`src/hw/csr_engine_pkg.sv`:
```
// ----------------------------------------------------------
// Engine constants shared across the CSR index lane.
// Holds buffer subclass codes and the index and id widths.
// ----------------------------------------------------------

package csr_engine_pkg;

    // ----------------------------------------------------------
    // Field widths
    // ----------------------------------------------------------
    // Index, end and array size fields
    localparam int INDEX_WIDTH = 32;

    // Buffer subclass code in the packet meta
    localparam int SUBCLASS_WIDTH = 2;

    // CU id and engine id fields in the packet meta
    localparam int ID_WIDTH = 4;

    // ----------------------------------------------------------
    // Buffer subclass codes
    // ----------------------------------------------------------
    // Accepted by every lane
    localparam logic [SUBCLASS_WIDTH-1:0] STRUCT_CU_SETUP = 2'd1;

    // Accepted only by the lane whose engine id matches
    localparam logic [SUBCLASS_WIDTH-1:0] STRUCT_ENGINE_SETUP = 2'd2;

endpackage : csr_engine_pkg

```
`src/hw/csr_packet_pkg.sv`:
```
// ----------------------------------------------------------
// Packet formats for the lane: response packets, index
// configurations and emitted indices.
// ----------------------------------------------------------

package csr_packet_pkg;

    import csr_engine_pkg::*;

    // Routing tag carried by every packet, 10 bits
    typedef struct packed {
        logic [SUBCLASS_WIDTH-1:0] subclass;
        logic [ID_WIDTH-1:0]       cu_id;
        logic [ID_WIDTH-1:0]       engine_id;
    } csr_meta_t;

    // Memory response, 138 bits
    // field[0] index_start, field[1] index_end, field[3] array_size
    typedef struct packed {
        csr_meta_t                      meta;
        logic [3:0][INDEX_WIDTH-1:0]    field;
    } csr_resp_t;

    // Index range for one launch, end already clipped, 74 bits
    typedef struct packed {
        csr_meta_t              meta;
        logic [INDEX_WIDTH-1:0] index_start;
        logic [INDEX_WIDTH-1:0] index_end;
    } csr_config_t;

    // One emitted vertex index, 42 bits
    typedef struct packed {
        csr_meta_t              meta;
        logic [INDEX_WIDTH-1:0] index;
    } csr_index_t;

endpackage : csr_packet_pkg

```
`src/hw/csr_index_configure.sv`:
```
// ----------------------------------------------------------
// Pops response packets, keeps CU setup and matching engine
// setup packets, and pushes clipped index configurations.
// ----------------------------------------------------------

`timescale 1ns/1ns

module csr_index_configure
    import csr_engine_pkg::*;
    import csr_packet_pkg::*;
#(
    parameter int ID_ENGINE = 3
) (
    input  logic        ap_clk,
    input  logic        areset_csr_index_generator,
    input  logic        resp_empty,
    output logic        resp_pop,
    input  csr_resp_t   resp_head,
    input  logic        cfg_full,
    output logic        cfg_push,
    output csr_config_t cfg_data,
    output logic        conf_pending
);

    csr_resp_t              hold_pkt;
    logic                   hold_valid;
    logic                   keep;
    logic [INDEX_WIDTH-1:0] end_clip;

    // One packet in flight at a time, so a free slot at pop
    // time is still free when the push lands
    assign resp_pop = !resp_empty && !cfg_full && !hold_valid && !cfg_push;

    // ----------------------------------------------------------
    // Capture stage
    // ----------------------------------------------------------
    always_ff @(posedge ap_clk) begin
        if (areset_csr_index_generator) begin
            hold_valid <= 1'b0;
        end else begin
            hold_valid <= resp_pop;
        end
    end

    always_ff @(posedge ap_clk) begin
        if (resp_pop) begin
            hold_pkt <= resp_head;
        end
    end

    // ----------------------------------------------------------
    // Filter and clip
    // ----------------------------------------------------------
    always_comb begin
        keep = (hold_pkt.meta.subclass == STRUCT_CU_SETUP) ||
               ((hold_pkt.meta.subclass == STRUCT_ENGINE_SETUP) &&
                (hold_pkt.meta.engine_id == ID_WIDTH'(ID_ENGINE)));
        // End never runs past the array
        if (hold_pkt.field[1] > hold_pkt.field[3]) begin
            end_clip = hold_pkt.field[3];
        end else begin
            end_clip = hold_pkt.field[1];
        end
    end

    always_ff @(posedge ap_clk) begin
        if (areset_csr_index_generator) begin
            cfg_push <= 1'b0;
        end else begin
            cfg_push <= hold_valid && keep;
        end
    end

    always_ff @(posedge ap_clk) begin
        if (hold_valid) begin
            cfg_data.meta        <= hold_pkt.meta;
            cfg_data.index_start <= hold_pkt.field[0];
            cfg_data.index_end   <= end_clip;
        end
    end

    // Anything queued or in flight on this side of the config FIFO
    assign conf_pending = !resp_empty || hold_valid || cfg_push;

    // Free slot seen at pop must survive to the push
    a_cfg_room : assert property (
        @(posedge ap_clk) disable iff (areset_csr_index_generator)
        cfg_push |-> !cfg_full
    );

endmodule : csr_index_configure

```
`src/hw/csr_index_control.sv`:
```
// ----------------------------------------------------------
// Lane control. Runs the ingress handshake, pushes responses,
// and launches configurations into the index generator.
// ----------------------------------------------------------

`timescale 1ns/1ns

module csr_index_control (
    input  logic ap_clk,
    input  logic areset_csr_index_generator,
    input  logic resp_req,
    output logic resp_ack,
    input  logic resp_full,
    output logic resp_push,
    input  logic cfg_empty,
    output logic cfg_pop,
    output logic gen_start,
    input  logic gen_done,
    output logic busy,
    input  logic conf_pending
);

    typedef enum logic [1:0] {
        IN_IDLE,
        IN_PUSH,
        IN_ACK
    } in_state_t;

    in_state_t in_state;
    logic      active;

    // ----------------------------------------------------------
    // Ingress handshake
    // ----------------------------------------------------------
    always_ff @(posedge ap_clk) begin
        if (areset_csr_index_generator) begin
            in_state <= IN_IDLE;
            resp_ack <= 1'b0;
        end else begin
            case (in_state)
                IN_IDLE: begin
                    // Hold off while the response FIFO is full
                    if (resp_req && !resp_full) begin
                        in_state <= IN_PUSH;
                    end
                end
                IN_PUSH: begin
                    resp_ack <= 1'b1;
                    in_state <= IN_ACK;
                end
                IN_ACK: begin
                    if (!resp_req) begin
                        resp_ack <= 1'b0;
                        in_state <= IN_IDLE;
                    end
                end
                default: begin
                    in_state <= IN_IDLE;
                end
            endcase
        end
    end

    // Single write per request, data held stable by the sender
    assign resp_push = (in_state == IN_PUSH);

    // ----------------------------------------------------------
    // Generator launch
    // ----------------------------------------------------------
    assign cfg_pop   = !cfg_empty && !active;
    assign gen_start = cfg_pop;

    always_ff @(posedge ap_clk) begin
        if (areset_csr_index_generator) begin
            active <= 1'b0;
        end else if (gen_start) begin
            active <= 1'b1;
        end else if (gen_done) begin
            active <= 1'b0;
        end
    end

    assign busy = active || !cfg_empty || conf_pending || resp_push;

    // Generator reports done only for a launch still in flight
    a_done_after_launch : assert property (
        @(posedge ap_clk) disable iff (areset_csr_index_generator)
        gen_done |-> active
    );

endmodule : csr_index_control

```
`src/hw/csr_index_generator.sv`:
```
// ----------------------------------------------------------
// Walks one index configuration from start up to end and
// sends each index over a four-phase req/ack handshake.
// ----------------------------------------------------------

`timescale 1ns/1ns

module csr_index_generator
    import csr_engine_pkg::*;
    import csr_packet_pkg::*;
(
    input  logic        ap_clk,
    input  logic        areset_csr_index_generator,
    input  logic        gen_start,
    input  csr_config_t gen_cfg,
    output logic        gen_done,
    output logic        idx_req,
    output csr_index_t  idx_data,
    input  logic        idx_ack
);

    typedef enum logic [1:0] {
        GEN_IDLE,
        GEN_REQ,
        GEN_RELEASE
    } gen_state_t;

    gen_state_t             state;
    logic [INDEX_WIDTH-1:0] cur_idx;
    logic [INDEX_WIDTH-1:0] end_idx;
    csr_meta_t              cur_meta;

    // ----------------------------------------------------------
    // Handshake FSM
    // ----------------------------------------------------------
    always_ff @(posedge ap_clk) begin
        if (areset_csr_index_generator) begin
            state    <= GEN_IDLE;
            idx_req  <= 1'b0;
            gen_done <= 1'b0;
        end else begin
            gen_done <= 1'b0;
            case (state)
                GEN_IDLE: begin
                    if (gen_start) begin
                        // Empty range finishes at once
                        if (gen_cfg.index_start >= gen_cfg.index_end) begin
                            gen_done <= 1'b1;
                        end else begin
                            idx_req <= 1'b1;
                            state   <= GEN_REQ;
                        end
                    end
                end
                GEN_REQ: begin
                    if (idx_ack) begin
                        idx_req <= 1'b0;
                        state   <= GEN_RELEASE;
                    end
                end
                GEN_RELEASE: begin
                    // Wait for ack low before the next index
                    if (!idx_ack) begin
                        if (cur_idx + 1'b1 >= end_idx) begin
                            gen_done <= 1'b1;
                            state    <= GEN_IDLE;
                        end else begin
                            idx_req <= 1'b1;
                            state   <= GEN_REQ;
                        end
                    end
                end
                default: begin
                    state <= GEN_IDLE;
                end
            endcase
        end
    end

    // Range registers
    always_ff @(posedge ap_clk) begin
        if (state == GEN_IDLE && gen_start) begin
            cur_idx  <= gen_cfg.index_start;
            end_idx  <= gen_cfg.index_end;
            cur_meta <= gen_cfg.meta;
        end else if (state == GEN_RELEASE && !idx_ack) begin
            cur_idx <= cur_idx + 1'b1;
        end
    end

    assign idx_data.meta  = cur_meta;
    assign idx_data.index = cur_idx;

    // Request and data hold until the consumer acks
    a_idx_hold : assert property (
        @(posedge ap_clk) disable iff (areset_csr_index_generator)
        idx_req && !idx_ack |=> idx_req && $stable(idx_data)
    );

endmodule : csr_index_generator

```
`src/hw/csr_index_top.sv`:
```
// ----------------------------------------------------------
// CSR index lane top level. Connects control, the response
// and config FIFOs, the configure stage and the generator.
// ----------------------------------------------------------

`timescale 1ns/1ns

module csr_index_top
    import csr_packet_pkg::*;
#(
    parameter int FIFO_DEPTH = 8,
    parameter int ID_ENGINE  = 3
) (
    input  logic       ap_clk,
    input  logic       areset_csr_index_generator,
    input  logic       resp_req,
    input  csr_resp_t  resp_data,
    output logic       resp_ack,
    output logic       idx_req,
    output csr_index_t idx_data,
    input  logic       idx_ack,
    output logic       busy
);

    logic        resp_push;
    logic        resp_pop;
    logic        resp_full;
    logic        resp_empty;
    csr_resp_t   resp_head;
    logic        cfg_push;
    logic        cfg_pop;
    logic        cfg_full;
    logic        cfg_empty;
    csr_config_t cfg_data;
    csr_config_t cfg_head;
    logic        gen_start;
    logic        gen_done;
    logic        conf_pending;

    csr_index_control csr_index_control_inst (
        .ap_clk                     (ap_clk),
        .areset_csr_index_generator (areset_csr_index_generator),
        .resp_req                   (resp_req),
        .resp_ack                   (resp_ack),
        .resp_full                  (resp_full),
        .resp_push                  (resp_push),
        .cfg_empty                  (cfg_empty),
        .cfg_pop                    (cfg_pop),
        .gen_start                  (gen_start),
        .gen_done                   (gen_done),
        .busy                       (busy),
        .conf_pending               (conf_pending)
    );

    // ----------------------------------------------------------
    // Response FIFO
    // ----------------------------------------------------------
    csr_sync_fifo #(
        .DATA_WIDTH ($bits(csr_resp_t)),
        .FIFO_DEPTH (FIFO_DEPTH)
    ) resp_fifo_inst (
        .ap_clk                     (ap_clk),
        .areset_csr_index_generator (areset_csr_index_generator),
        .push                       (resp_push),
        .push_data                  (resp_data),
        .pop                        (resp_pop),
        .pop_data                   (resp_head),
        .empty                      (resp_empty),
        .full                       (resp_full)
    );

    csr_index_configure #(
        .ID_ENGINE (ID_ENGINE)
    ) csr_index_configure_inst (
        .ap_clk                     (ap_clk),
        .areset_csr_index_generator (areset_csr_index_generator),
        .resp_empty                 (resp_empty),
        .resp_pop                   (resp_pop),
        .resp_head                  (resp_head),
        .cfg_full                   (cfg_full),
        .cfg_push                   (cfg_push),
        .cfg_data                   (cfg_data),
        .conf_pending               (conf_pending)
    );

    // ----------------------------------------------------------
    // Config FIFO
    // ----------------------------------------------------------
    csr_sync_fifo #(
        .DATA_WIDTH ($bits(csr_config_t)),
        .FIFO_DEPTH (FIFO_DEPTH)
    ) cfg_fifo_inst (
        .ap_clk                     (ap_clk),
        .areset_csr_index_generator (areset_csr_index_generator),
        .push                       (cfg_push),
        .push_data                  (cfg_data),
        .pop                        (cfg_pop),
        .pop_data                   (cfg_head),
        .empty                      (cfg_empty),
        .full                       (cfg_full)
    );

    csr_index_generator csr_index_generator_inst (
        .ap_clk                     (ap_clk),
        .areset_csr_index_generator (areset_csr_index_generator),
        .gen_start                  (gen_start),
        .gen_cfg                    (cfg_head),
        .gen_done                   (gen_done),
        .idx_req                    (idx_req),
        .idx_data                   (idx_data),
        .idx_ack                    (idx_ack)
    );

endmodule : csr_index_top

```
`src/hw/csr_sync_fifo.sv`:
```
// ----------------------------------------------------------
// Synchronous first-word-fall-through FIFO. The head word is
// visible on pop_data whenever empty is low.
// ----------------------------------------------------------

`timescale 1ns/1ns

module csr_sync_fifo #(
    parameter int DATA_WIDTH = 32,
    parameter int FIFO_DEPTH = 8
) (
    input  logic                  ap_clk,
    input  logic                  areset_csr_index_generator,
    input  logic                  push,
    input  logic [DATA_WIDTH-1:0] push_data,
    input  logic                  pop,
    output logic [DATA_WIDTH-1:0] pop_data,
    output logic                  empty,
    output logic                  full
);

    localparam int ADDR_WIDTH = $clog2(FIFO_DEPTH);

    logic [DATA_WIDTH-1:0] mem [FIFO_DEPTH];

    // Extra top bit tells a full buffer from an empty one
    logic [ADDR_WIDTH:0] wr_ptr;
    logic [ADDR_WIDTH:0] rd_ptr;

    // ----------------------------------------------------------
    // Pointers
    // ----------------------------------------------------------
    always_ff @(posedge ap_clk) begin
        if (areset_csr_index_generator) begin
            wr_ptr <= '0;
            rd_ptr <= '0;
        end else begin
            if (push) begin
                wr_ptr <= wr_ptr + 1'b1;
            end
            if (pop) begin
                rd_ptr <= rd_ptr + 1'b1;
            end
        end
    end

    // Storage
    always_ff @(posedge ap_clk) begin
        if (push) begin
            mem[wr_ptr[ADDR_WIDTH-1:0]] <= push_data;
        end
    end

    assign pop_data = mem[rd_ptr[ADDR_WIDTH-1:0]];
    assign empty    = (wr_ptr == rd_ptr);
    assign full     = (wr_ptr[ADDR_WIDTH] != rd_ptr[ADDR_WIDTH]) &&
                      (wr_ptr[ADDR_WIDTH-1:0] == rd_ptr[ADDR_WIDTH-1:0]);

    // ----------------------------------------------------------
    // Checks on the users of this FIFO
    // ----------------------------------------------------------
    a_no_overflow : assert property (
        @(posedge ap_clk) disable iff (areset_csr_index_generator)
        push |-> !full
    );

    a_no_underflow : assert property (
        @(posedge ap_clk) disable iff (areset_csr_index_generator)
        pop |-> !empty
    );

endmodule : csr_sync_fifo

```
`config.mk`:
```
export PLATFORM = sky130hd
export DESIGN_NAME = csr_index_top
export DESIGN_NICKNAME = d
export VERILOG_FILES = /design/src/hw/csr_engine_pkg.sv /design/src/hw/csr_packet_pkg.sv /design/src/hw/csr_index_configure.sv /design/src/hw/csr_index_control.sv /design/src/hw/csr_index_generator.sv /design/src/hw/csr_index_top.sv /design/src/hw/csr_sync_fifo.sv
export SDC_FILE = /design/constraint.sdc
export NUM_CORES = 2
export LEC_CHECK = 0
export BUFFER_PORTS_ARGS = -buffer_cell sky130_fd_sc_hd__buf_2
export CORE_MARGIN = 1.5
export CORE_UTILIZATION = 25
export DETAILED_ROUTE_END_ITERATION = 6
export GPL_TIMING_DRIVEN = 0
export HOLD_SLACK_MARGIN = 0.03
export PLACE_DENSITY = 0.42
export SLEW_MARGIN = 15
export SYNTH_ARGS = -nofsm -noshare
export SYNTH_HDL_FRONTEND = slang
export SYNTH_HIERARCHICAL = 1
export SYNTH_SLANG_ARGS = --single-unit
```
`constraint.sdc`:
```
create_clock -name ap_clk -period 21.2 [get_ports ap_clk]
set_input_delay 3.18 -clock ap_clk [delete_from_list [all_inputs] [get_ports ap_clk]]
set_output_delay 3.18 -clock ap_clk [all_outputs]
set_load 0.1 [all_outputs]
```
==> flow_summary.rst <==
.. list-table::
   :header-rows: 1

   * - Metric
     - Value
   * - Outcome
     - finished clean
   * - Starting density of the core
     - 25.14%
   * - Maximum number of pins on one net before global-route repair
     - 52
   * - Via total after detailed routing
     - 30,660
   * - Max Freq
     - 157.5 MHz
   * - Die width
     - 522.2 µm
   * - Setup TNS Final
     - 0 ns
   * - Endpoint of the most critical register-to-register path
     - csr_index_generator_inst/gen_done$_SDFF_PP0_
   * - Cell chain of the critical path
     - clkbuf_1 -> xnor2_1 -> nand3_1 -> nor2b_1 -> nand2_1 -> nand3b_1 -> buf_2
   * - Number of buffers added to fix hold violations after cts
     - 0
   * - Number of nets in the synthesized netlist
     - 3,269
   * - Post-Syn Area per Cell
     - 22.27 µm²
   * - Setup Viol. Count Final
     - 0
   * - Setup Buffers After CTS
     - 0
   * - Hold_ws
     - 0.4189 ns
   * - Total power consumption of the routed design
     - 9.397 mW
   * - Critical Path Source Type
     - flop
   * - Synth Warn #
     - 6
   * - Number of DRC markers after the initial detailed-route iteration
     - 2,056
   * - Crit path DAT
     - 3.17 ns
   * - Library cell used as clock root buffer
     - sky130_fd_sc_hd__clkbuf_16
   * - Area added between synthesis and finish
     - 20.52%
   * - Final setup skew
     - 0.03160 ns
   * - Post-layout min period
     - 6.348 ns
   * - Final slew viol count
     - 0
   * - Vias in the first global route
     - 32,250
   * - Family with the most delay on the worst path
     - simple AND/OR/NAND/NOR gates
   * - Clock input transition at the sequential cells of the worst setup and hold paths
     - 0.06 ns
   * - Total track usage
     - 12.31%
   * - TritonCTS sink count
     - 1,726
   * - Layout cell share with drive strength beyond 1
     - 31.59%
   * - Final worst setup slack
     - 14.85 ns
   * - Rel. slew slack
     - 23.40%
   * - Number of cells after detailed placement
     - 6,887
   * - Routed WL per cell
     - 23.21 µm
   * - Count of cell instances traversed by the critical path
     - 7
   * - Final cell utilization of the core
     - 30.29%
   * - Number of top-level pins
     - 187
   * - Standard-cell row count
     - 190
   * - TritonCTS clock tree
     - done
   * - Power per standard cell area
     - 115.7 nW/µm²
   * - Clock Path Buffers
     - 3
   * - Number of port buffers
     - 154
   * - Clock latency reported for the late side of the worst-skew pair
     - 0.81 ns
   * - Number of levels the H-tree was split into
     - 4
   * - Layout net count
     - 3,766
   * - Number of antenna violations at the first check in global routing
     - 62
   * - Min-Delay Path Class
     - flop to flop
   * - Instance count of the mapped netlist
     - 3,026
   * - Global placement routability congestion
     - 0.7357
   * - Gates resized, CTS repair
     - 0
   * - DR DRC count
     - 0
   * - Worst-case register-to-register setup slack
     - 16.42 ns
   * - Worst setup slack after placement
     - 15.62 ns
   * - Final design area excluding fillers
     - 81,230 µm²
   * - CP Capture Point
     - busy
   * - Worst path max stage delay
     - 0.51 ns
   * - Critical path capture point type
     - primary output
   * - Static leakage power
     - 25.96 nW
   * - TritonCTS buffer count
     - 186
   * - Cell Area, Synth
     - 67,400 µm²
   * - Core outline area
     - 268,200 µm²
   * - Area of placed instances
     - 75,170 µm²
   * - First-pass iteration count of the detailed router
     - 7
   * - Vias per cell
     - 4.236
   * - Setup repair after global routing missed its margin
     - no
   * - First-pass GRT wire length
     - 241.1 mm
   * - R2R cell count
     - 10
   * - Overflow left after global routing
     - 0
   * - Final HPWL from detailed placement
     - 115.7 mm
   * - Fillers
     - 26,040
   * - Final WL
     - 168.0 mm
   * - Measured slew at the worst slew-check pin
     - 1.139 ns
   * - Worst path required time
     - 18.02 ns
   * - Slowest cell on the critical path
     - sky130_fd_sc_hd__nor2b_1
   * - Die area
     - 272,700 µm²
   * - Critical path type
     - flop to primary output
   * - Maximum fanout encountered on the critical timing path
     - 7
   * - Highest ir drop seen on vdd
     - 0.07607 mV
   * - Setup crit start
     - resp_fifo_inst/wr_ptr[0]$_SDFFE_PP0P_
   * - Vertical extent of the die
     - 522.2 µm
   * - Post-route fraction of the period consumed by the critical path
     - 29.94%
   * - Remaining number of nets flagged by the antenna check after routing
     - 0
   * - Number of max-cap violations
     - 0
   * - Post-route non-filler standard cell count
     - 7,239
   * - Final count of hold timing violations
     - 0
   * - Buf/Inv on CP
     - 2
registers in the layout (all words and copies together) (netlist names), 10 cells and up, named ones only:
register and count:
cfg_fifo_inst/mem 592, csr_index_generator_inst/idx_data 10, csr_index_generator_inst/cur_idx 32, csr_index_generator_inst/end_idx 32
resp_fifo_inst/mem 848, csr_index_configure_inst/hold_pkt 106, csr_index_configure_inst/cfg_data 74
worst min path at each step:
stage	from	end	slack (ns)	depth (start not counted)
floorplan	csr_index_generator_inst/gen_done$_SDFF_PP0_	csr_index_control_inst/active$_SDFFE_PP0P_	0.39	1
global placement	csr_index_configure_inst/hold_pkt[3]$_DFFE_PP_	csr_index_configure_inst/cfg_data[35]$_DFFE_PP_	0.40	0
detailed placement	csr_index_configure_inst/hold_pkt[3]$_DFFE_PP_	csr_index_configure_inst/cfg_data[35]$_DFFE_PP_	0.41	0
CTS	csr_index_configure_inst/hold_pkt[3]$_DFFE_PP_	csr_index_configure_inst/cfg_data[35]$_DFFE_PP_	0.42	0
global route	csr_index_configure_inst/hold_pkt[3]$_DFFE_PP_	csr_index_configure_inst/cfg_data[35]$_DFFE_PP_	0.42	0
finish	csr_index_configure_inst/hold_pkt[3]$_DFFE_PP_	csr_index_configure_inst/cfg_data[35]$_DFFE_PP_	0.42	0
where the power goes:
group	internal, mW	total, mW	switching [mW]
registers	4.19	4.42	0.228
clock network	1.88	3.22	1.34
logic	0.693	1.75	1.06
total	6.76	9.40	2.63
worst reg2reg max path, cell delays in order (launching register included):
cell and delay, ns:
sky130_fd_sc_hd__dfxtp_1 0.32, sky130_fd_sc_hd__clkbuf_1 0.76, sky130_fd_sc_hd__clkbuf_1 0.77, sky130_fd_sc_hd__mux2_2 0.50
sky130_fd_sc_hd__ha_1 0.33, sky130_fd_sc_hd__nand4_1 0.11, sky130_fd_sc_hd__or2_2 0.31, sky130_fd_sc_hd__a2111oi_0 0.60
sky130_fd_sc_hd__o41a_1 0.29, sky130_fd_sc_hd__o41ai_1 0.08, sky130_fd_sc_hd__a211oi_1 0.54
layout by cell type (no fill, tap or decap), drive strengths merged, types with 14 or more instances in the layout:
cell type	count
edfxtp	1694
buf	380
mux4	360
clkbuf	283
mux2	229
inv	112
ha	101
nor2	87
clkinv	82
nand2	42
a21oi	39
dfxtp	32
xnor2	29
nand4	22
xor2	20
bufinv	20
nand3	18
nor4	14
metal layers:
| metal | global-route usage, % | up-vias | routed length [µm] |
|---|---|---|---|
| met1 | 17.50 | 16140 | 80010 |
| li1 | - | 13620 | - |
| met5 | 0 | - | 310 |
| met2 | 18.99 | 561 | 76160 |
| met4 | 2.918 | 48 | 3452 |
| met3 | 2.778 | 300 | 8116 |
layout make-up:
class	instances	area, µm²	share of cell area (%)
Tap cell	3552	4444	5.471
Timing Repair Buffer	309	3188	3.925
Clock buffer	231	4876	6.002
Buffer	123	804.5	0.9904
Clock inverter	115	1171	1.442
Antenna cell	6	15.01	0.01848
Inverter	103	386.6	0.4759
Multi-Input combinational cell	1074	14840	18.26
Sequential cell	1726	51510	63.41
Power figures use the tool's default switching activity.
